`config.mk`:
```
export PLATFORM = sky130hd
export DESIGN_NAME = apbCmdWriter
export DESIGN_NICKNAME = d
export VERILOG_FILES = /design/src/hw/cmdPkg.sv /design/src/hw/apbCmdWriter.sv
export SDC_FILE = /design/constraint.sdc
export NUM_CORES = 1
export LEC_CHECK = 0
export BUFFER_PORTS_ARGS = -buffer_cell sky130_fd_sc_hd__buf_4
export CORE_ASPECT_RATIO = 2
export CORE_UTILIZATION = 26
export CTS_CLUSTER_SIZE = 25
export DETAILED_ROUTE_END_ITERATION = 16
export GPL_TIMING_DRIVEN = 0
export MAX_ROUTING_LAYER = met4
export PLACE_DENSITY = 0.88
export SETUP_SLACK_MARGIN = 0.5
export SYNTH_ARGS = -nofsm -noshare
export SYNTH_HDL_FRONTEND = slang
export SYNTH_SLANG_ARGS = --single-unit
export TNS_END_PERCENT = 50
```
`constraint.sdc`:
```
create_clock -name clk -period 0.9 [get_ports clk]
set_input_delay 0.09 -clock clk [delete_from_list [all_inputs] [get_ports clk]]
set_output_delay 0.09 -clock clk [all_outputs]
set_load 0.01 [all_outputs]
```
`src/hw/cmdPkg.sv`:
```
package cmdPkg;

    ////////////////////////////////////////////////////////////
    // Sizes
    ////////////////////////////////////////////////////////////

    localparam int cmdWordBits = 32;               // Command and argument word
    localparam int cmdDepth    = 64;               // Store depth in words
    localparam int cmdAddrBits = $clog2(cmdDepth); // Word address width
    localparam int apbAddrBits = 12;               // APB byte address width

    typedef logic [cmdWordBits-1:0] cmdWord;
    typedef logic [cmdAddrBits-1:0] cmdAddr;

    // Opcodes in header bits 7:0
    localparam logic [7:0] opEnd        = 8'h00;
    localparam logic [7:0] opVertex     = 8'h03;
    localparam logic [7:0] opColor      = 8'h04;
    localparam logic [7:0] opMatrixMode = 8'h10;
    localparam logic [7:0] opLoadMatrix = 8'h16;

    // APB register map, store sits at 0x000..0x0FC
    localparam logic [apbAddrBits-1:0] regCtrl   = 12'h100;
    localparam logic [apbAddrBits-1:0] regStatus = 12'h104;

    // Argument words per opcode; header bit 31 is not trusted
    function automatic logic [4:0] argCount(input logic [7:0] opcode);
        case (opcode)
            opColor,
            opVertex:     return 5'd3;  // r g b or x y z
            opLoadMatrix: return 5'd16; // Four rows of four
            default:      return 5'd0;  // End, mode and unknown
        endcase
    endfunction

    ////////////////////////////////////////////////////////////
    // Packed structs
    ////////////////////////////////////////////////////////////

    // Command header layout
    typedef struct packed {
        logic        hasArgs;  // Bit 31, argument words follow
        logic [14:0] reserved;
        logic [7:0]  imm;      // Immediate, mode for matrix mode
        logic [7:0]  opcode;
    } cmdHeader;

    // Host write into the store
    typedef struct packed {
        logic   en;
        cmdAddr addr;
        cmdWord data;
    } memWrite;

    // Four consecutive store words, w0 at the lowest address
    typedef struct packed {
        cmdWord w0;
        cmdWord w1;
        cmdWord w2;
        cmdWord w3;
    } quadRead;

    // Vertex with the color and mode in force when it was parsed
    typedef struct packed {
        logic [7:0] mode;
        cmdWord     r;
        cmdWord     g;
        cmdWord     b;
        cmdWord     x;
        cmdWord     y;
        cmdWord     z;
    } vertexPkt;

    // One row of a loaded matrix
    typedef struct packed {
        logic [7:0] mode;
        logic [1:0] row;  // 0 for the first four words
        cmdWord     c0;
        cmdWord     c1;
        cmdWord     c2;
        cmdWord     c3;
    } matrixRow;

    // Parser state seen by the host
    typedef struct packed {
        logic busy;   // List running
        logic done;   // Last list hit end
        logic error;  // Last list hit an unknown opcode
    } parserStatus;

endpackage
```
`src/hw/apbCmdWriter.sv`:
```
`timescale 1ns/1ps

module apbCmdWriter (
    input  logic                                clk,
    input  logic                                rstN,
    input  logic                                psel,
    input  logic                                penable,
    input  logic                                pwrite,
    input  logic [cmdPkg::apbAddrBits-1:0]      paddr,
    input  cmdPkg::cmdWord                      pwdata,
    output cmdPkg::cmdWord                      prdata,
    output logic                                pready,
    output logic                                pslverr,
    input  cmdPkg::parserStatus                 status,
    output cmdPkg::memWrite                     memWr,
    output logic                                start,
    output cmdPkg::cmdAddr                      startAddr
);

    logic access;    // APB access phase
    logic inStore;   // Aligned word inside 0x000..0x0FC
    logic isCtrl;
    logic isStatus;
    logic wrOk;      // Host write allowed this cycle

    ////////////////////////////////////////////////////////////
    // Address decode
    ////////////////////////////////////////////////////////////

    assign access   = psel && penable;
    assign inStore  = (paddr[11:8] == 4'h0) && (paddr[1:0] == 2'b00);
    assign isCtrl   = (paddr == cmdPkg::regCtrl);
    assign isStatus = (paddr == cmdPkg::regStatus);

    assign wrOk = access && pwrite && !status.busy; // Single busy gate

    // Zero wait states
    assign pready = 1'b1;

    // Error cases, only in the access phase
    always_comb begin
        pslverr = 1'b0;
        if (access) begin
            if (!pwrite) begin
                pslverr = !isStatus;            // Only status reads back
            end else if (inStore || isCtrl) begin
                pslverr = status.busy;          // No edits while a list runs
            end else begin
                pslverr = 1'b1;                 // Undefined, status included
            end
        end
    end

    ////////////////////////////////////////////////////////////
    // Store write and list start
    ////////////////////////////////////////////////////////////

    assign memWr.en   = wrOk && inStore;
    assign memWr.addr = paddr[7:2];  // Byte to word address
    assign memWr.data = pwdata;

    assign start     = wrOk && isCtrl;               // One cycle pulse
    assign startAddr = cmdPkg::cmdAddr'(pwdata);     // pwdata[5:0]

    // Read data captured in the setup phase, ready for the access phase
    always_ff @(posedge clk or negedge rstN) begin
        if (!rstN) begin
            prdata <= '0;
        end else if (psel && !penable) begin
            prdata <= isStatus ? cmdPkg::cmdWord'(status) : '0;
        end
    end

    // Host side protocol
    apbEnableNeedsSel: assert property (
        @(posedge clk) disable iff (!rstN) penable |-> psel
    ) else $error("penable high without psel");

endmodule

```
* After elaboration in Yosys (flattened, before gate mapping)
Index checks and enable logic that the tools add are counted.
W data, S select, Z words.
** Cells by class
- Equality and inequality tests :: 2
- Mux-type cells :: 4
- Reduce and logical (&&, ||, !) cells :: 13
** Operators with widths (number)
- $eq A12 B9 Y1 const B :: 2
- $logic_and A1 B1 Y1 :: 7
- $logic_not A4 Y1 :: 1
- $logic_not A1 Y1 :: 3
- $mux W1 :: 3
- $mux W3 :: 1
- $logic_not A2 Y1 :: 1
- $logic_or A1 B1 Y1 :: 1
** Storage, ports and cells
- Register bits :: 32
- Input port bits :: 52
- Output and inout port bits :: 80
- Logic and storage cells :: 20

* Longest topological paths before layout
- Word-level depth :: 6
- Mapped depth :: 3
- Depth with buffers taken out :: 3

* Worst setup path after synthesis
Ideal clock, no wire load.
- Kind :: input to output
- Start point :: in paddr[0] in the netlist's numbering
- End point :: out memWr[38] in the netlist's numbering
- Arrival time :: 0.900 ns
- Required time :: 0.810 ns
- Slack :: -0.090 ns
- Cell stages on the path :: 3
- Path buffers :: 0
- Cells stage by stage :: nor4_4 nand2b_1 nor4_1
** RTL lines
- start: declaration :: line apbCmdWriter.sv:9 : input logic [cmdPkg::apbAddrBits-1:0] paddr,
- end: declaration :: line apbCmdWriter.sv:15 : output cmdPkg::memWrite memWr,

==> impl_metrics.py <==
metrics = {
    "run_status": {
        "outcome": "complete, but fails checks",
        "failed_checks": "negative setup slack",
    },
    "placed_design": {
        "io_buffers": 69,
        "post_dp_cell_area_mm2": 0.001495,
        "hpwl_mm": 2.195,
        "gp_congestion": 0.7156,
    },
    "power_and_ir_drop": {
        "ir_drop_uv": 306.7,
        "p_sw_uw": 374.1,
        "seq_power_share_pct": 9.9,
        "p_leak_uw": 0.001095,
        "finalPower_uw": 1367,
        "p_comb_share_pct": 61.6,
        "clkPwrFrac_pct": 28.4,
        "sw_frac_of_total_pct": 27.38,
        "p_per_area_mw_per_mm2": 675.1,
        "p_int_uw": 992.5,
    },
    "worst_setup_path": {
        "crit_path_max_incr_delay_ns": 0.30,
        "path_max_fanout": 3,
        "r2r_setup_slack_ns": 0.16,
        "path_cells": "buf_6 -> nor4_4 -> buf_4 -> nand2b_4 -> nor4_4 -> buf_4",
        "path_buf_inv": 3,
        "cp-start-kind": "input port",
        "worstPathArrival_ns": 1.17,
        "crit_type": "in2out",
        "r2r_cells": 3,
        "cp_slowest_cell": "nor4_4",
        "rr_endpoint": "prdata[1]",
        "r2r-start": "prdata[1]",
        "end_kind": "primary output",
        "cp.required_ns": 0.81,
        "critical-path-top-delay-family": "simple AND/OR/NAND/NOR gates",
    },
    "global_route": {
        "grt_use_total_pct": 15.76,
        "grt_max_degree": 5,
        "grt_util_met2_pct": 32.81,
        "grt_pass1_vias": 925,
        "grt_overflow": 0,
        "busiest_layer": "met2",
        "use_met1_pct": 11.33,
        "antenna_found_initial": 0,
        "grtUsageMet3_pct": 4.396,
        "grt_pass1_wl_mm": 3.857,
    },
    "routing": {
        "first_iter_violations": 9,
        "totalWireLength_mm": 2.878,
        "wire_per_inst_um": 11.99,
        "viasPerCell": 3.979,
        "drt_drc_violations_left": 0,
        "dr.pass1.iters": 2,
        "ant_nets": 0,
        "vias": 955,
    },
    "final_layout": {
        "largest_reg_flops": 3,
        "drive_gt1_share_pct": 75.24,
        "largest_register": "prdata",
        "syn_to_final_growth_pct": 146.3,
        "nNetsFinal": 263,
        "fin_area_mm2": 0.002024,
        "top_regs": "prdata x3",
        "diodes": 0,
    },
    "yosys": {
        "ys_warn_count": 0,
        "yosysMostFrequentCell": "buf_4",
        "syn-cell-area_um2": 822.0,
        "ys_seq_area_share_pct": 9.132,
        "post-synth-top-area-cell": "buf_4",
        "synth-edff-count": 0,
        "synth_common_cells": "buf_4 (74), nand2_1 (7), dfrtp_1 (3), nand2b_1 (3), o21ai_0 (3)",
        "synth_top_area_share_pct": 67.58,
        "synth.area.top_cells": "buf_4 (68%), dfrtp_1 (9.1%), nand2_1 (3.2%)",
        "syn_area_per_cell_um2": 7.904,
        "synth.distinct_cells": 16,
        "async_flop_share_pct": 100.0,
        "ys_ff_latch": 3,
        "ys.flop_type": "dfrtp_1",
        "netlist_instances": 104,
    },
    "floorplanning": {
        "die_h_um": 81.52,
        "die_area_mm2": 0.003404,
        "die_w_um": 41.76,
        "initial_core_util_pct": 27.61,
        "coreArea_mm2": 0.002978,
        "io_pins": 132,
        "num_rows": 28,
    },
    "sta": {
        "rsz0062_at_grt": "true",
        "skew_ns": 0,
        "fmax_mhz": 792.5,
        "finalSetupViolations": 3,
        "layout_min_cycle_time_ns": 1.262,
        "hold_viol_final": 0,
        "fin_crit_sh_pct": 140.2,
        "setup_slack_ns": -0.3619,
        "final_max_slew_viol_count": 0,
    },
    "hold_path": {
        "min_path_type": "in2reg",
        "hold_depth": 3,
        "hold_start": "status[1]",
        "hold_path_end": "prdata[1]",
    },
    "clock_tree": {
        "cts_max_level": 1,
        "root_buffer": "clkbuf_8",
        "cts_tree": "built",
        "clkSinkCount": 3,
        "cts_made_buffers": 3,
        "clk_pin_slew_ns": 0.03,
        "clk_path_buf_depth": 2,
        "insertion_delay_ns": 0.21,
    },
    "job": {
        "max_cap_viol_count": 0,
    },
}
## power by group through the flow
stage	sequential, uW	combinational (uW)	clock [uW]
after floorplan	137	384	0
after global placement	137	629	0
after detailed placement	137	637	0
after CTS	136	777	393
after global routing	136	890	410
final	136	842	389
## cells in the final DEF, fill, tap and decap left out, types with 2 or more instances in the layout
master,Yosys,layout
conb_1,2,30
dfrtp_1,3,3
nor4_4,1,3
nand2b_1,3,2
o21ai_1,0,3
buf_6,0,94
nand2_1,7,7
nor2b_1,2,2
buf_4,74,47
buf_8,0,6
clkbuf_8,0,3
nor4b_4,1,2
## worst min-delay path: cells and delay by family
kind	cells	cell delay [ns]
buf+inv	1	0.11
compound gates	1	0.06
simple gates	1	0.05
## final cells by class
class | instances | area [um^2]
fill | 208 | 953.4
clock buffer | 4 | 45.04
multi-input combinational | 55 | 355.3
tap | 30 | 37.54
buffer | 74 | 716.9
sequential | 3 | 75.07
timing repair buffer | 74 | 794.5
## logic make-up after synthesis
logic type / after synthesis / synth area share, %
other: 2 / 0.9136
AOI/OAI and AO/OA: 4 / 2.740
muxes: 1 / 1.218
and+or+nand+nor: 20 / 18.42
buffers and inverters: 74 / 67.58
DFF: 3 / 9.132
## metal layers
metal / share of wire, % / wire length, um / up-vias
met1: 25 / 730 / 404
met5: 0 / 0 / -
met4: 1.8 / 53 / 0
met2: 60 / 1731 / 109
met3: 13 / 362 / 4
li1: - / - / 438
## metrics by stage
stage / cells / setup WS (ns) / hold WS [ns] / TNS [ns] / util [%]
floorplan: 132 / -0.04438 / -0.2056 / -0.05310 / -
global placement: 231 / -0.4065 / -0.1163 / -1.527 / 50.21
detailed placement: 231 / -0.4109 / -0.1146 / -1.493 / 50.21
CTS: 238 / -0.3409 / 0.1318 / -0.9853 / 62.69
global route: 240 / -0.4653 / 0.1497 / -1.297 / 67.98
finish: 240 / -0.3619 / 0.1437 / -0.9879 / 67.98
## worst max-delay path by stage
stage,from,endpoint,cells after the start
finish,paddr[0],memWr[38],6
global route,paddr[0],memWr[38],6
CTS,paddr[6],start,5
detailed placement,paddr[5],start,5
global placement,paddr[5],start,5
floorplan,paddr[0],start,3
## what timing repair did
item,in CTS,in global routing
endpoints found under the hold margin,3,0
hold buffers,1,0
resized for setup,82,34
pin swaps,4,6
setup buffers,2,2
setup endpoints to repair,53,38
Note: power is estimated with default switching activity, not from simulation.
