File: src/hw/cmdPkg.sv
package cmdPkg;

    ////////////////////////////////////////////////////////////
    // Sizes
    ////////////////////////////////////////////////////////////

    localparam int cmdWordBits = 32;               // Command and argument word
    localparam int cmdDepth    = 64;               // Store depth in words
    localparam int cmdAddrBits = $clog2(cmdDepth); // Word address width
    localparam int apbAddrBits = 12;               // APB byte address width

    typedef logic [cmdWordBits-1:0] cmdWord;
    typedef logic [cmdAddrBits-1:0] cmdAddr;

    // Opcodes in header bits 7:0
    localparam logic [7:0] opEnd        = 8'h00;
    localparam logic [7:0] opVertex     = 8'h03;
    localparam logic [7:0] opColor      = 8'h04;
    localparam logic [7:0] opMatrixMode = 8'h10;
    localparam logic [7:0] opLoadMatrix = 8'h16;

    // APB register map, store sits at 0x000..0x0FC
    localparam logic [apbAddrBits-1:0] regCtrl   = 12'h100;
    localparam logic [apbAddrBits-1:0] regStatus = 12'h104;

    // Argument words per opcode; header bit 31 is not trusted
    function automatic logic [4:0] argCount(input logic [7:0] opcode);
        case (opcode)
            opColor,
            opVertex:     return 5'd3;  // r g b or x y z
            opLoadMatrix: return 5'd16; // Four rows of four
            default:      return 5'd0;  // End, mode and unknown
        endcase
    endfunction

    ////////////////////////////////////////////////////////////
    // Packed structs
    ////////////////////////////////////////////////////////////

    // Command header layout
    typedef struct packed {
        logic        hasArgs;  // Bit 31, argument words follow
        logic [14:0] reserved;
        logic [7:0]  imm;      // Immediate, mode for matrix mode
        logic [7:0]  opcode;
    } cmdHeader;

    // Host write into the store
    typedef struct packed {
        logic   en;
        cmdAddr addr;
        cmdWord data;
    } memWrite;

    // Four consecutive store words, w0 at the lowest address
    typedef struct packed {
        cmdWord w0;
        cmdWord w1;
        cmdWord w2;
        cmdWord w3;
    } quadRead;

    // Vertex with the color and mode in force when it was parsed
    typedef struct packed {
        logic [7:0] mode;
        cmdWord     r;
        cmdWord     g;
        cmdWord     b;
        cmdWord     x;
        cmdWord     y;
        cmdWord     z;
    } vertexPkt;

    // One row of a loaded matrix
    typedef struct packed {
        logic [7:0] mode;
        logic [1:0] row;  // 0 for the first four words
        cmdWord     c0;
        cmdWord     c1;
        cmdWord     c2;
        cmdWord     c3;
    } matrixRow;

    // Parser state seen by the host
    typedef struct packed {
        logic busy;   // List running
        logic done;   // Last list hit end
        logic error;  // Last list hit an unknown opcode
    } parserStatus;

endpackage
File: src/hw/cmdParser.sv
`timescale 1ns/1ps

module cmdParser (
    input  logic                clk,
    input  logic                rstN,
    input  logic                start,
    input  cmdPkg::cmdAddr      startAddr,
    output cmdPkg::cmdAddr      wordAddr,
    output cmdPkg::cmdAddr      quadAddr,
    input  cmdPkg::cmdWord      word,
    input  cmdPkg::quadRead     quad,
    output logic                vtxPush,
    output logic                rowPush,
    input  logic                vtxFull,
    input  logic                rowFull,
    output cmdPkg::vertexPkt    vtxData,
    output cmdPkg::matrixRow    rowData,
    output cmdPkg::parserStatus status
);

    typedef enum logic [1:0] {
        stIdle,    // Waiting for start
        stHeader,  // Decode word at pc
        stArgs,    // Color or vertex arguments
        stRows     // Load matrix, one row per cycle
    } stateT;

    stateT            state;
    cmdPkg::cmdAddr   pc;      // Header address
    logic [7:0]       opReg;   // Opcode of the command in flight
    logic [1:0]       rowIdx;  // Matrix row being sent
    logic [7:0]       mode;    // Current matrix mode
    cmdPkg::cmdWord   colR;    // Current color
    cmdPkg::cmdWord   colG;
    cmdPkg::cmdWord   colB;
    cmdPkg::cmdHeader hdr;
    cmdPkg::cmdAddr   nextPc;  // Header after the current command

    assign hdr    = cmdPkg::cmdHeader'(word);
    assign nextPc = pc + cmdPkg::cmdAddr'(cmdPkg::argCount(opReg) + 5'd1);

    ////////////////////////////////////////////////////////////
    // Store addresses
    ////////////////////////////////////////////////////////////

    assign wordAddr = pc;
    assign quadAddr = pc + cmdPkg::cmdAddr'({rowIdx, 2'b01}); // pc + 1 + 4*row

    ////////////////////////////////////////////////////////////
    // Output packets
    ////////////////////////////////////////////////////////////

    assign vtxPush = (state == stArgs) && (opReg == cmdPkg::opVertex) && !vtxFull;
    assign rowPush = (state == stRows) && !rowFull;

    always_comb begin
        vtxData.mode = mode;
        vtxData.r    = colR;
        vtxData.g    = colG;
        vtxData.b    = colB;
        vtxData.x    = quad.w0;  // Arguments straight from the store
        vtxData.y    = quad.w1;
        vtxData.z    = quad.w2;
    end

    always_comb begin
        rowData.mode = mode;
        rowData.row  = rowIdx;
        rowData.c0   = quad.w0;
        rowData.c1   = quad.w1;
        rowData.c2   = quad.w2;
        rowData.c3   = quad.w3;
    end

    ////////////////////////////////////////////////////////////
    // FSM
    ////////////////////////////////////////////////////////////

    always_ff @(posedge clk or negedge rstN) begin
        if (!rstN) begin
            state  <= stIdle;
            pc     <= '0;
            opReg  <= '0;
            rowIdx <= '0;
            mode   <= '0;
            colR   <= '0;
            colG   <= '0;
            colB   <= '0;
            status <= '0;
        end else begin
            case (state)
                stIdle: begin
                    if (start) begin
                        state  <= stHeader;
                        pc     <= startAddr;
                        status <= '{busy: 1'b1, done: 1'b0, error: 1'b0};
                    end
                end
                stHeader: begin
                    opReg  <= hdr.opcode;
                    rowIdx <= '0;
                    case (hdr.opcode)
                        cmdPkg::opMatrixMode: begin
                            mode <= hdr.imm;                   // Whole command here
                            pc   <= pc + cmdPkg::cmdAddr'(1);
                        end
                        cmdPkg::opColor,
                        cmdPkg::opVertex:     state <= stArgs;
                        cmdPkg::opLoadMatrix: state <= stRows;
                        cmdPkg::opEnd: begin
                            state       <= stIdle;
                            status.busy <= 1'b0;
                            status.done <= 1'b1;
                        end
                        default: begin
                            state        <= stIdle;             // Unknown opcode
                            status.busy  <= 1'b0;
                            status.error <= 1'b1;
                        end
                    endcase
                end
                stArgs: begin
                    if (opReg == cmdPkg::opColor) begin
                        colR  <= quad.w0;
                        colG  <= quad.w1;
                        colB  <= quad.w2;
                        pc    <= nextPc;
                        state <= stHeader;
                    end else if (!vtxFull) begin
                        pc    <= nextPc;  // Vertex pushed this cycle
                        state <= stHeader;
                    end
                end
                stRows: begin
                    if (!rowFull) begin
                        rowIdx <= rowIdx + 2'd1;
                        if (rowIdx == 2'd3) begin
                            pc    <= nextPc;  // Past all 16 words
                            state <= stHeader;
                        end
                    end
                end
                default: state <= stIdle;
            endcase
        end
    end

    // Full slot holds the parser in place until it drains
    vtxNoOverrun: assert property (
        @(posedge clk) disable iff (!rstN)
        (state == stArgs) && (opReg == cmdPkg::opVertex) && vtxFull
            |=> (state == stArgs) && $stable(pc)
    ) else $error("parser moved past a vertex held by a full slot");

    rowNoOverrun: assert property (
        @(posedge clk) disable iff (!rstN)
        (state == stRows) && rowFull
            |=> (state == stRows) && $stable(rowIdx) && $stable(pc)
    ) else $error("parser moved past a row held by a full slot");

    // Writer blocks ctrl writes while busy
    noStartWhileBusy: assert property (
        @(posedge clk) disable iff (!rstN) start |-> !status.busy
    ) else $error("start seen while a list runs");

endmodule

File: config.mk
export PLATFORM = sky130hd
export DESIGN_NAME = cmdParser
export DESIGN_NICKNAME = d
export VERILOG_FILES = /design/src/hw/cmdPkg.sv /design/src/hw/cmdParser.sv
export SDC_FILE = /design/constraint.sdc
export NUM_CORES = 1
export LEC_CHECK = 0
export BUFFER_PORTS_ARGS = -buffer_cell sky130_fd_sc_hd__buf_2
export CAP_MARGIN = 20
export CORE_AREA = 4 4 203 205
export CTS_CLUSTER_DIAMETER = 120
export DETAILED_ROUTE_END_ITERATION = 6
export DIE_AREA = 0 0 207 209
export PLACE_DENSITY = 0.55
export RECOVER_POWER = 25
export SLEW_MARGIN = 30
export SYNTH_ARGS = -nofsm -noshare
export SYNTH_HDL_FRONTEND = slang
export SYNTH_SLANG_ARGS = --single-unit
File: constraint.sdc
create_clock -name clk -period 2.4 [get_ports clk]
set_input_delay 0.36 -clock clk [delete_from_list [all_inputs] [get_ports clk]]
set_output_delay 0.36 -clock clk [all_outputs]
set_load 0.05 [all_outputs]
== After elaboration in Yosys (flattened, before gate mapping) ==
Cells that the tools add are included.
Storage, ports and cells
  register bits after elaboration: 125
  bits in latches: 0
  memory bits (writable): 0
  memory bits (read-only): 0
  input bits: 171
  output and inout bits: 355
  word-level logic and storage cells: 79
  memories kept: 0
Operators by class
  $add $sub $neg: 5
  multiply operators: 0
  divide/modulo/power cells: 0
  $lt $le $gt $ge: 0
  eq/ne operators: 20
  shift-type cells: 0
  muxes and demuxes: 22
  bitwise gates (word level): 0
  reduce and logical (&&, ||, !) cells: 21
Operator list (count)
  6-bit 2-to-1 mux: 6
  8-bit by 5-bit equality test with 1-bit output (second input constant): 3
  6-bit one-hot mux with 4 select lines: 1
  8-bit by 2-bit equality test with 1-bit output (second input constant): 2
  8-bit by 3-bit equality test with 1-bit output (second input constant): 2
  2-bit 2-to-1 mux: 6
  2-bit inequality test (second input constant): 6
  5-bit one-hot mux with 2 select lines: 1
  5-bit AND reduction: 2
  3-bit AND reduction: 3
  8-bit zero test: 1
  2-bit one-hot mux with 4 select lines: 1
  5-bit by 1-bit adder with 6-bit output (second input constant): 1
  6-bit by 1-bit adder with 6-bit output (second input constant): 1
  6-bit by 4-bit adder with 6-bit output: 1
  6-bit adder: 1
  2-bit equality test (second input constant): 3
  2-bit one-hot mux with 3 select lines: 1
  3-bit one-hot mux with 2 select lines: 1
  2-bit AND reduction: 3
  5-bit OR reduction: 1
  2-bit by 1-bit inequality test with 1-bit output (second input constant): 2
  2-bit one-hot mux with 2 select lines: 1
  2-bit nonzero test: 2
  10 further kinds: 16

== Longest topological paths before layout ==
Gate-level depths: netlist of the first run.
  depth in word-level cells: 8
  depth in mapped cells: 10
  gate-level depth less buffers: 10

== Worst setup path before layout of the first run ==
No wires, ideal clock.
  path type: register -> register
  start: register opReg[3]
  end: register pc[5] (netlist: wordAddr[5])
  library setup time: 124 ps
  data arrival time: 2510 ps
  data required time: 2276 ps
  slack: -234 ps
  cell stages (with the launch flop): 11
  buffers on the path: 0
  period minus slack after synthesis: 2634 ps
  cell sequence: dfrtp_1 -> or4_1 -> or2_1 -> a21o_1 -> inv_1 -> ha_1 -> nor2b_1 -> o2111ai_1 -> a21oi_1 -> a22o_1 -> o31a_1
On the way
  longest elaborated chain between the ends: 8
  elaborated cells on any way between the ends: 14
  classes of those cells: 2 x add/sub; 4 x eq/ne; 6 x mux; 2 x reduce/logical
Ends and longest elaborated chain
  from (decl): line cmdParser.sv:30  | logic [7:0] opReg;
  from (signal assigned): line cmdParser.sv:100  | opReg <= hdr.opcode;
  8-bit by 2-bit equality test with 1-bit output or 8-bit by 3-bit equality test with 1-bit output (tied branches): line cmdPkg.sv:28, cmdParser.sv:123
  2-bit OR reduction: line cmdPkg.sv:28  | case (opcode)
  5-bit one-hot mux with 2 select lines: line cmdPkg.sv:28
  5-bit by 1-bit adder with 6-bit output: line cmdParser.sv:40  | assign nextPc = pc + cmdPkg::cmdAddr'(cmdPkg::argCount(opReg) + 5'd1);
  6-bit adder: line cmdParser.sv:40
  6-bit 2-to-1 mux (on tied branches): line cmdParser.sv:137, cmdParser.sv:129
  6-bit 2-to-1 mux (on tied branches): line cmdParser.sv:135, cmdParser.sv:123
  6-bit one-hot mux with 4 select lines: line cmdParser.sv:91  | case (state)
  to (signal assigned): line cmdParser.sv:95  | pc <= startAddr;
  to (signal assigned): line cmdParser.sv:105  | pc <= pc + cmdPkg::cmdAddr'(1);
  to (signal assigned): line cmdParser.sv:138  | pc <= nextPc;
  to (decl): line cmdParser.sv:29  | cmdPkg::cmdAddr pc;
Parallel ways exist; a longest one is shown, timed or not. The select of a mux whose other input is x is not followed.
A chain may end at the register's enable or synchronous reset.

== Final worst setup path of the first run ==
Ends and elaborated chain as after synthesis.

==> run metrics, run 1 <==
violated checks negative setup slack; post-route minimum period 2.61 ns; Reg2Reg Setup Slack -0.21 ns; DR WL met2 12300 µm; # nets final 1071; layout cells sized above 1 67.1%; Die Y 209 µm; RR Startpoint opReg[3]; largest net degree at the start of global routing 53; Die Span X 207 µm; TritonCTS Sinks 125; clk buf depth 2; Critical Path AT 2.93 ns; WL met3 ~1600 µm; Min-Delay Path Depth 3; WL met1 just over 10000 µm; unrepaired setup endpoints after global routing true; Core Footprint 39500 µm²; DRC violations left 0; Pins Over Slew Limit 0; final setup violation count 95; top cell type's share of synthesized area 44.2%; yosys warns 0; Unique masters post-synth 48; vias in the first global route approximately 5300; Register-to-Register Path Depth 10; worst-skew pair later-pin latency 0.43 ns; Worst Path Max Fanout 2; Inserted Clock Buffers 17; port bufs 445; Worst setup EP type register; Final Non-Filler Cells 1432; Vias/cell 3.72; Critical Path Max Stage Delay ~0.55 ns; Layout area overhead 38.8%; CP Buf/Inv Count 1; worst slew pin tran 1.44 ns; Setup TNS -11.57 ns; Yosys top cell by area dfrtp_1; CTS clk-pin slew, worst paths about 0.07 ns; I/O pin count 526; Crit-path slowest cell or4_4; Highest Signal Layer met4; Synth top cells by count buf_4, dfrtp_1, mux2_2; final worst-path cycle share 109%; startpoint class of the critical path register; H-tree levels 4; First-pass DRT Iterations 4; grt total ovfl 0; flops & latches, synth approximately 130; CP Class register to register; mean post-synth cell area 11.2 µm²; drt first-iter violations 219; Hold Fails Final Rpt 0; most common cell in the netlist buf_4; fill count between 4000 and 5000; CTS tree done; critical path required time approximately 2.7 ns; dpl hpwl between 15000 and 20000 µm; post-route core utilization roughly a quarter; hold slack final 0.145 ns; async set-reset flop share out of synthesis 100%; cell family with most CP delay simple AND/OR/NAND/NOR gates; ANT nets after route 0; Max Cap Violations 0; Routability Congestion between 0.8 and 0.9; die area 43300 µm²; Max VDD drop roughly 0.5 mV; LEAKAGE 5.24 nW; main flop type after synthesis dfrtp_1; Pwr Total 8.03 mW; FF-to-FF End wordAddr[5]; Tot GR Track Use 10.3%; WHS Endpoint opReg[6]; Post-Synthesis Cells 630; Final WS setup -0.208 ns; synthesized net count around 810; crit-path cells or4_4, or2_4, a21o_1, inv_1, ha_1, nor2b_4, o2111ai_4, a21oi_2, a22o_1, o31a_1; Hold Crit Start word[6]; Clock Tree Root clkbuf_16; placed cell count about 1400; row count 73; outcome finished with violations; WL/cell about 17 µm; fmax 383 MHz; initial antenna violation count 2; Rel. slew slack 4.25%; top post-synthesis cells by area dfrtp_1, buf_4, mux2_2; Setup Skew approximately 0.014 ns; hold crit path type input pin to register; DRT Wirelength 24500 µm; register area share after synthesis 44.2%; mapped cell area 7070 µm²; PD cells 818 nW/µm²; Initial Util about 18%; detailed-route via count 5330; Post-synth EDFFs 0; global-route wire length before repair 33700 µm
[routing by layer]
layer,vias to the layer above,GRT usage [%]
met2,276,17.9
met5,-,0
li1,2405,-
met3,23,3.50
met1,2626,11.8
met4,0,3.49
[per-stage QoR]
stage          area (µm²)  setup slack, ns
6_report             9820           -0.208
5_1_grt              9820           -0.294
4_1_cts              9570           -0.217
3_5_place_dp         8340           -0.248
3_3_place_gp         8340           -0.253
2_1_floorplan        7090           -0.209
[area by class of cell]
cell class | instances | area [µm²] | share of cell area (%)
sequential | 125 | 3130 | 31.9
timing repair buffer | 493 | 2910 | 29.7
multi-input combinational | 248 | 2520 | 25.7
tap | 525 | 657 | 6.69
clock buffer | 19 | 453 | 4.61
clock inverter | 13 | 114 | 1.16
inverter | 7 | 26.3 | 0.268
antenna | 2 | 5.00 | 0.0510
[worst max path at each step]
stage / end / startpoint / cells after the start / slack [ns]
6_report: wordAddr[5] / opReg[3] / 10 / -0.21
2_1_floorplan: quadAddr[5] / wordAddr[2] / 5 / -0.21
3_5_place_dp: wordAddr[5] / opReg[3] / 10 / -0.25
3_3_place_gp: wordAddr[5] / opReg[3] / 10 / -0.25
4_1_cts: vtxPush / opReg[6] / 6 / -0.22
5_1_grt: wordAddr[5] / opReg[3] / 10 / -0.29
[flip-flops by register name (all words and copies together) (netlist names)]
| name | cells |
|---|---|
| colB | 32 |
| colG | 32 |
| colR | 32 |
| mode | 8 |
| opReg | 8 |
| wordAddr | 6 |
| status | 3 |
| rowIdx | 2 |
| state | 2 |
[power by group]
group | switching (mW) | internal [mW] | total (mW) | leakage [nW]
Combinational | 2.19 | 0.902 | 3.09 | 3.25
Clock | 1.04 | 1.48 | 2.52 | 0.280
Sequential | 0.146 | 2.28 | 2.42 | 1.71
[cells in the final DEF, fill, tap and decap left out, types with 3 or more instances in the layout]
master     instances
clkbuf_1          43
nor2_1             9
clkinv_2           5
inv_1              7
a21oi_1            9
clkbuf_16         21
ha_1               4
inv_6              3
xor2_1             5
nand2b_1           4
xnor2_1            4
o21ai_0            6
buf_6              6
buf_12            12
nand3_1            6
mux2_2            10
nor2b_1            3
dfrtp_1          125
buf_16             6
nand2_1           38
o21ai_1            7
mux2_4            96
buf_2            398
buf_4             21
[cell families (layout without fill, tap and decap cells)]
logic type	count (synthesis)	count (layout)	synth area share (%)
multiplexers	107	107	17.0
buffers and inverters	257	532	26.5
XOR/XNOR	9	9	1.11
AO/OA/AOI/OAI	41	41	3.68
flip-flops	125	125	44.2
other	0	2	0
AND/OR/NAND/NOR	83	83	5.91
adder cells (fa/ha/maj)	8	8	1.52
[what timing repair did]
item	4_1_cts	5_1_grt
pin swaps	13	13
gates resized for setup	84	71
endpoints found under the setup margin	104	103
buffers inserted	13	2
cloned	9	5
hold buffers	1	0
endpoints found under the hold margin	50	0
[worst min-delay path, cell delays in order]
cell and delay (ns):
buf_2 0.08, nand2_1 0.04, nand2_1 0.05
No activity file was read; power rests on OpenSTA's default activity.
==> inputs of run 2 (changes only) <==
==> constraint.sdc (replaced) <==
create_clock -name clk -period 2.4 [get_ports clk]
set_input_delay 0.48 -clock clk [delete_from_list [all_inputs] [get_ports clk]]
set_output_delay 0.48 -clock clk [all_outputs]
set_load 0.05 [all_outputs]
==> run metrics, run 2 (same netlist as run 1, synthesis figures left out) <==
TritonCTS Sinks 125 (unchanged); clk buf depth 2 (unchanged); dpl hpwl 15400 µm (-8.3%); RR Startpoint opReg[6]; FF-to-FF End wordAddr[4]; row count 73 (unchanged); Rel. slew slack 33.8% (+30 points); DRT Wirelength 22400 µm (-8.4%); final setup violation count 95 (unchanged); detailed-route via count 5283 (-0.88%); Reg2Reg Setup Slack -0.31 ns (-0.10 ns); outcome finished with violations; Setup WS pre-CTS -0.255 ns (-0.00784 ns); Initial Util 17.9% (unchanged); I/O pin count 526 (unchanged); Crit-path slowest cell or4_4; initial antenna violation count 1 (-1); violated checks negative setup slack; post-route core utilization 25.2% (+0.32 points); largest net degree at the start of global routing 46 (-13%); DRC violations left 0 (unchanged); Max VDD drop 0.569 mV (+15%); final worst-path cycle share 113% (+4.6 points); hold crit path type input pin to register; die area 43300 µm² (unchanged); CP Depth 6 (-4); Tot GR Track Use 10.0% (-0.24 points); crit-path cells or4_4, or2_4, buf_6, nor2_4, and4b_2, buf_8; Max Cap Violations 0 (unchanged); H-tree levels 4 (unchanged); Layout area overhead 40.6%; Setup Skew 0.0131 ns (-0.000920 ns); fmax 368 MHz (-4.0%); unrepaired setup endpoints after global routing true; Clock Tree Root clkbuf_16; post-route minimum period 2.72 ns (+0.109 ns); PD cells 802 nW/µm² (-2.0%); Critical Path Max Stage Delay 0.55 ns (about the same); crit path capture vtxPush; most common cell after layout, fill and taps aside buf_2; Min-Delay Path Depth 3 (unchanged); Critical Path AT 2.24 ns (-0.69 ns); critical path required time 1.92 ns (-0.80 ns); drt first-iter violations 124 (-43%); grt total ovfl 0 (unchanged); CTS tree done; Worst Path Max Fanout 2 (unchanged); worst-skew pair later-pin latency 0.44 ns (about the same); First-pass DRT Iterations 4 (unchanged); Inserted Clock Buffers 17 (unchanged); CP Buf/Inv Count 2 (+1); Critical Path Source opReg[6]; vias in the first global route 5380 (+0.81%); CTS clk-pin slew, worst paths 0.06 ns (about the same); global-route wire length before repair 33200 µm (-1.7%); startpoint class of the critical path register; Routability Congestion 0.911 (+9.0%); worst slew pin tran 0.992 ns (-0.444 ns); Core Footprint 39500 µm² (unchanged); Pins Over Slew Limit 0 (unchanged); CP Class register to output pin; cell family with most CP delay simple AND/OR/NAND/NOR gates; Die Y 209 µm (unchanged); LEAKAGE 5.36 nW (+2.3%); biggest registers after layout colB x32, colG x32, colR x32; Final WS setup -0.317 ns (-0.109 ns); Register-to-Register Path Depth 11 (+1); Worst setup EP type output pin; port bufs 445 (unchanged); hold slack final 0.248 ns (+0.103 ns); Hold Fails Final Rpt 0 (unchanged); Die Span X 207 µm (unchanged); layout cells sized above 1 72.8% (+5.7 points); Vias/cell 3.68 (-1.0%); ANT nets after route 0 (unchanged); WL/cell 15.7 µm (-8.6%); commonest non-fill, non-tap cells in the layout buf_2, dfrtp_1, mux2_4, nand2_1, buf_4; # nets final 1076 (+0.47%)
[run 2: cell count changes in the layout (fill, tap and decap cells not counted), moves of 3 or more]
cell	before	now
buf_2	398	441
buf_8	1	4
clkbuf_1	43	3
clkbuf_16	21	18
clkinv_2	5	2
clkinvlp_4	2	5
xnor2_1	4	1
xnor2_2	0	3
[run 2: what timing repair did]
item / in CTS / in global routing
cloned: 13 / 1
hold buffers: 1 / 0
gates resized for setup: 145 / 27
hold endpoints to repair: 34 / 0
pin swaps: 16 / 6
endpoints found under the setup margin: 104 / 104
setup buffers: 19 / 4
[run 2: final cells by class]
class	instances	area, µm²
Antenna cell	1	2.50
Clock buffer	21	470
Clock inverter	9	65.1
Fill cell	4188	29500
Inverter	7	26.3
Multi-Input combinational cell	248	2580
Sequential cell	125	3130
Tap cell	525	657
Timing Repair Buffer	498	3010
[run 2: power breakdown]
part           total, mW  leakage [nW]  internal [mW]  switching [mW]
sequential          2.42          1.71           2.28           0.143
clock               2.36         0.249           1.39           0.978
combinational       3.18          3.40          0.987            2.20
total               7.97          5.36           4.65            3.32
[run 2: stage by stage]
step / std cells / power [mW] / TNS [ns] / instance area, µm²
floorplan: 630 / 4.84 / -0.476 / 7120
global placement: 1376 / 5.45 / -1.87 / 8410
detailed placement: 1376 / 5.46 / -3.49 / 8410
CTS: 1439 / 8.06 / -24.99 / 10000
global route: 1434 / 8.41 / -19.90 / 9940
finish: 1434 / 7.97 / -11.55 / 9940
[run 2: how the worst min path moves through the flow]
stage / start / to / slack, ns
after floorplan: rstN / colB[0] / 0.18
after global placement: rstN / colB[13] / 0.42
after detailed placement: rstN / colB[24] / 0.42
after CTS: word[6] / opReg[6] / 0.20
after global routing: word[10] / mode[2] / 0.22
final: word[6] / opReg[6] / 0.25
[run 2: worst min-delay path, cell delays in order]
cell and delay [ns]:
buf_2 0.08, nand2_1 0.04, nand2_1 0.05
[run 2: metal layers]
metal	vias up	share of wire, %	track usage (%)
met1	2576	42	12.0
met3	26	6.8	3.95
met2	274	49	16.0
met4	0	2.8	4.40
met5	-	0	0
li1	2407	-	-
==> inputs of run 3 (changes only) <==
--- a/config.mk
+++ b/config.mk
@@ -5,13 +5,14 @@
 export SDC_FILE = /design/constraint.sdc
 export NUM_CORES = 1
 export LEC_CHECK = 0
+export ABC_AREA = 1
 export BUFFER_PORTS_ARGS = -buffer_cell sky130_fd_sc_hd__buf_2
 export CAP_MARGIN = 20
-export CORE_AREA = 4 4 203 205
+export CORE_AREA = 4 4 201 203
 export CTS_CLUSTER_DIAMETER = 120
 export DETAILED_ROUTE_END_ITERATION = 6
-export DIE_AREA = 0 0 207 209
-export PLACE_DENSITY = 0.55
+export DIE_AREA = 0 0 205 207
+export PLACE_DENSITY = 0.57
 export RECOVER_POWER = 25
 export SLEW_MARGIN = 30
 export SYNTH_ARGS = -nofsm -noshare
==> run metrics, run 3 <==
Final WS setup -0.106 ns (+0.212 ns); detailed-route via count 6081 (+15%); CP Class register to output pin; top cell type's share of synthesized area 40.3% (-4.0 points); Post-synth EDFFs 0 (unchanged); met2 Resource Use GR 16.0% (-0.045 points); First-pass DRT Iterations 4 (unchanged); Reg power frac 31.6% (+1.2 points); mean post-synth cell area 8.60 µm² (-23%); row count 72 (-1.4%); Hold-fix buffers, CTS 0 (-1); P_sw 3.37 mW (+1.6%); DRC violations left 0 (unchanged); Unique masters post-synth 31 (-35%); mapped cell area 7770 µm² (+9.8%); H-tree levels 4 (unchanged); GRT met1 Usage 10.6% (-1.5 points); Clk pwr share 31.2% (+1.5 points); multi-input logic area 2270 µm² (-12%); Layout area overhead 22.4%; WL/cell 12.5 µm (-20%); CTS clk-pin slew, worst paths 0.06 ns (about the same); Critical Path AT 2.03 ns (-0.21 ns); DRT Wirelength 20800 µm (-7.4%); largest net degree at the start of global routing 79 (+72%); port bufs 445 (unchanged); Clock Tree Root clkbuf_16; TritonCTS Sinks 125 (unchanged); Core Footprint 38500 µm² (-2.5%); drt first-iter violations 344 (+180%); Pins Over Slew Limit 127 (+127); fill count 4232 (+1.1%); fin area 9510 µm² (-4.4%); critical path required time 1.92 ns (about the same); outcome finished with violations; Tot GR Track Use 9.39% (-0.64 points); Max Cap Violations 2 (+2); startpoint class of the critical path register; biggest registers after layout colB x32, colG x32, colR x32; worst-skew pair later-pin latency 0.42 ns (-0.02 ns); final worst-path cycle share 104% (-8.8 points); routing usage on met3 3.38% (-0.57 points); Routability Congestion 0.789 (-13%); synthesized net count 1082 (+34%); Worst Path Max Fanout 2 (unchanged); Die Y 207 µm (-0.96%); global routing's busiest layer met2; Register-to-Register Path Depth 16 (+5); unrepaired setup endpoints after global routing true; async set-reset flop share out of synthesis 100% (unchanged); vias in the first global route 5731 (+6.5%); Post-Synthesis Cells 903 (+43%); LEAKAGE 5.23 nW (-2.4%); flops & latches, synth 125 (unchanged); layout cells sized above 1 53.6% (-19 points); clk buf depth 2 (unchanged); hold slack final 0.286 ns (+0.0384 ns); Seq. cell area 3130 µm² (about the same); dpl hpwl 16400 µm (+6.5%); global-route wire length before repair 31400 µm (-5.3%); Rel. slew slack -13.2% (-47 points); ANT nets after route 0 (unchanged); Switching Share 42.5% (+0.88 points); violated checks max-capacitance violations, max-slew violations, negative setup slack; Vias/cell 3.66 (-0.63%); RR Startpoint opReg[6]; hold crit path type input pin to register; WHS Endpoint mode[1]; register area share after synthesis 40.3% (-4.0 points); FF-to-FF End wordAddr[4]; post-route core utilization 24.7% (-0.48 points); Max VDD drop 0.450 mV (-21%); Worst setup EP type output pin; placed instance area 8880 µm² (+5.6%); main flop type after synthesis dfrtp_1; Die Span X 205 µm (-0.97%); Synth top cells by count buf_4, nand2_1, dfrtp_1; final setup violation count 1 (-99%); Reg2Reg Setup Slack 0.16 ns (+0.47 ns); worst slew pin tran 1.70 ns (+0.705 ns); Initial Util 20.2% (+2.3 points); top post-synthesis cells by area dfrtp_1, buf_4, o21ai_2; yosys warns 0 (unchanged); Hold Crit Start word[9]; P_int 4.56 mW (-2.0%); initial antenna violation count 2 (+1); commonest non-fill, non-tap cells in the layout buf_2, nand2_1, dfrtp_1, inv_1, o21ai_2; fmax 399 MHz (+8.4%); # nets final 1307 (+21%); PD cells 834 nW/µm² (+4.0%); CTS tree done; Setup Skew 0.0111 ns (-0.00194 ns); Inserted Clock Buffers 17 (unchanged); grt total ovfl 0 (unchanged); Min-Delay Path Depth 3 (unchanged); most common cell in the netlist buf_4; Setup TNS -0.106 ns (+11.44 ns); most common cell after layout, fill and taps aside buf_2; Hold Fails Final Rpt 0 (unchanged); post-route minimum period 2.51 ns (-0.212 ns); Final Non-Filler Cells 1661 (+16%); I/O pin count 526 (unchanged); placed cell count 1624 (+18%); die area 42400 µm² (-1.9%); Gate power share 37.2% (-2.8 points); Yosys top cell by area dfrtp_1
==> run 3: changes by cell type in the layout (fill, tap and decap cells not counted), sizes merged, moves of 7 or more <==
cell and delta:
buf -30, inv +115, mux2 -106, nand2 +155, nand3 +21, nand4 +7
nor2 +20, o21ai +95
==> run 3: worst max path at each step <==
stage,cells after the start,start,end
3_3_place_gp,15,opReg[6],wordAddr[4]
5_1_grt,7,rowIdx[0],quadAddr[5]
4_1_cts,7,rowIdx[0],quadAddr[5]
3_5_place_dp,15,opReg[6],wordAddr[4]
6_report,7,rowIdx[0],quadAddr[5]
2_1_floorplan,6,rowIdx[0],quadAddr[5]
==> run 3: power by group through the flow <==
stage               clock [mW]  sequential (mW)  combinational, mW
floorplan                    0             2.86               2.09
global placement             0             2.51               2.86
detailed placement           0             2.52               2.87
CTS                       2.61             2.49               2.95
global route              2.70             2.53               3.17
finish                    2.47             2.50               2.95
==> run 3: layout make-up <==
type / instances / area share [%]
antenna: 2 / 0.0526
timing repair buffer: 465 / 25.5
tap: 518 / 6.82
sequential: 125 / 32.9
inverter: 123 / 4.86
multi-input combinational: 396 / 23.9
clock inverter: 10 / 0.947
clock buffer: 22 / 4.99
==> run 3: timing repair <==
item	in CTS	in global routing
setup endpoints to repair	5	4
setup buffers	4	0
gates resized for setup	14	8
pin swaps	7	7
cloned	0	0
==> run 3: cell families after synthesis <==
logic type | after synthesis | synth area share [%]
buffers and inverters | 382 | 31.8
flip-flops | 125 | 40.3
AND/OR/NAND/NOR | 265 | 14.1
AO/OA/AOI/OAI | 119 | 12.0
XOR/XNOR | 4 | 0.451
adder cells (fa/ha/maj) | 8 | 1.39
==> run 3: critical path: stages, from the launching register on <==
cell and delay (ns):
dfrtp_2 0.42, ha_4 0.28, nand2_2 0.04, o21bai_1 0.20
a21oi_1 0.11, nor2_2 0.20, xor2_4 0.17, buf_6 0.17
==> run 3: stage by stage <==
| stage | worst slack, ns | power, mW |
|---|---|---|
| 6_report | -0.106 | 7.93 |
| 5_1_grt | -0.223 | 8.40 |
| 4_1_cts | -0.135 | 8.05 |
| 3_5_place_dp | -0.00149 | 5.39 |
| 3_3_place_gp | -0.00268 | 5.37 |
| 2_1_floorplan | -0.0866 | 4.95 |
==> run 3: per-layer routing <==
metal / part of all wire, % / wire (µm) / vias up
li1: - / - / 2991
met1: 39 / 8020 / 2774
met2: 50 / 10400 / 286
met3: 9.2 / 1920 / 30
met4: 2.3 / 480 / 0
met5: 0 / 0 / -
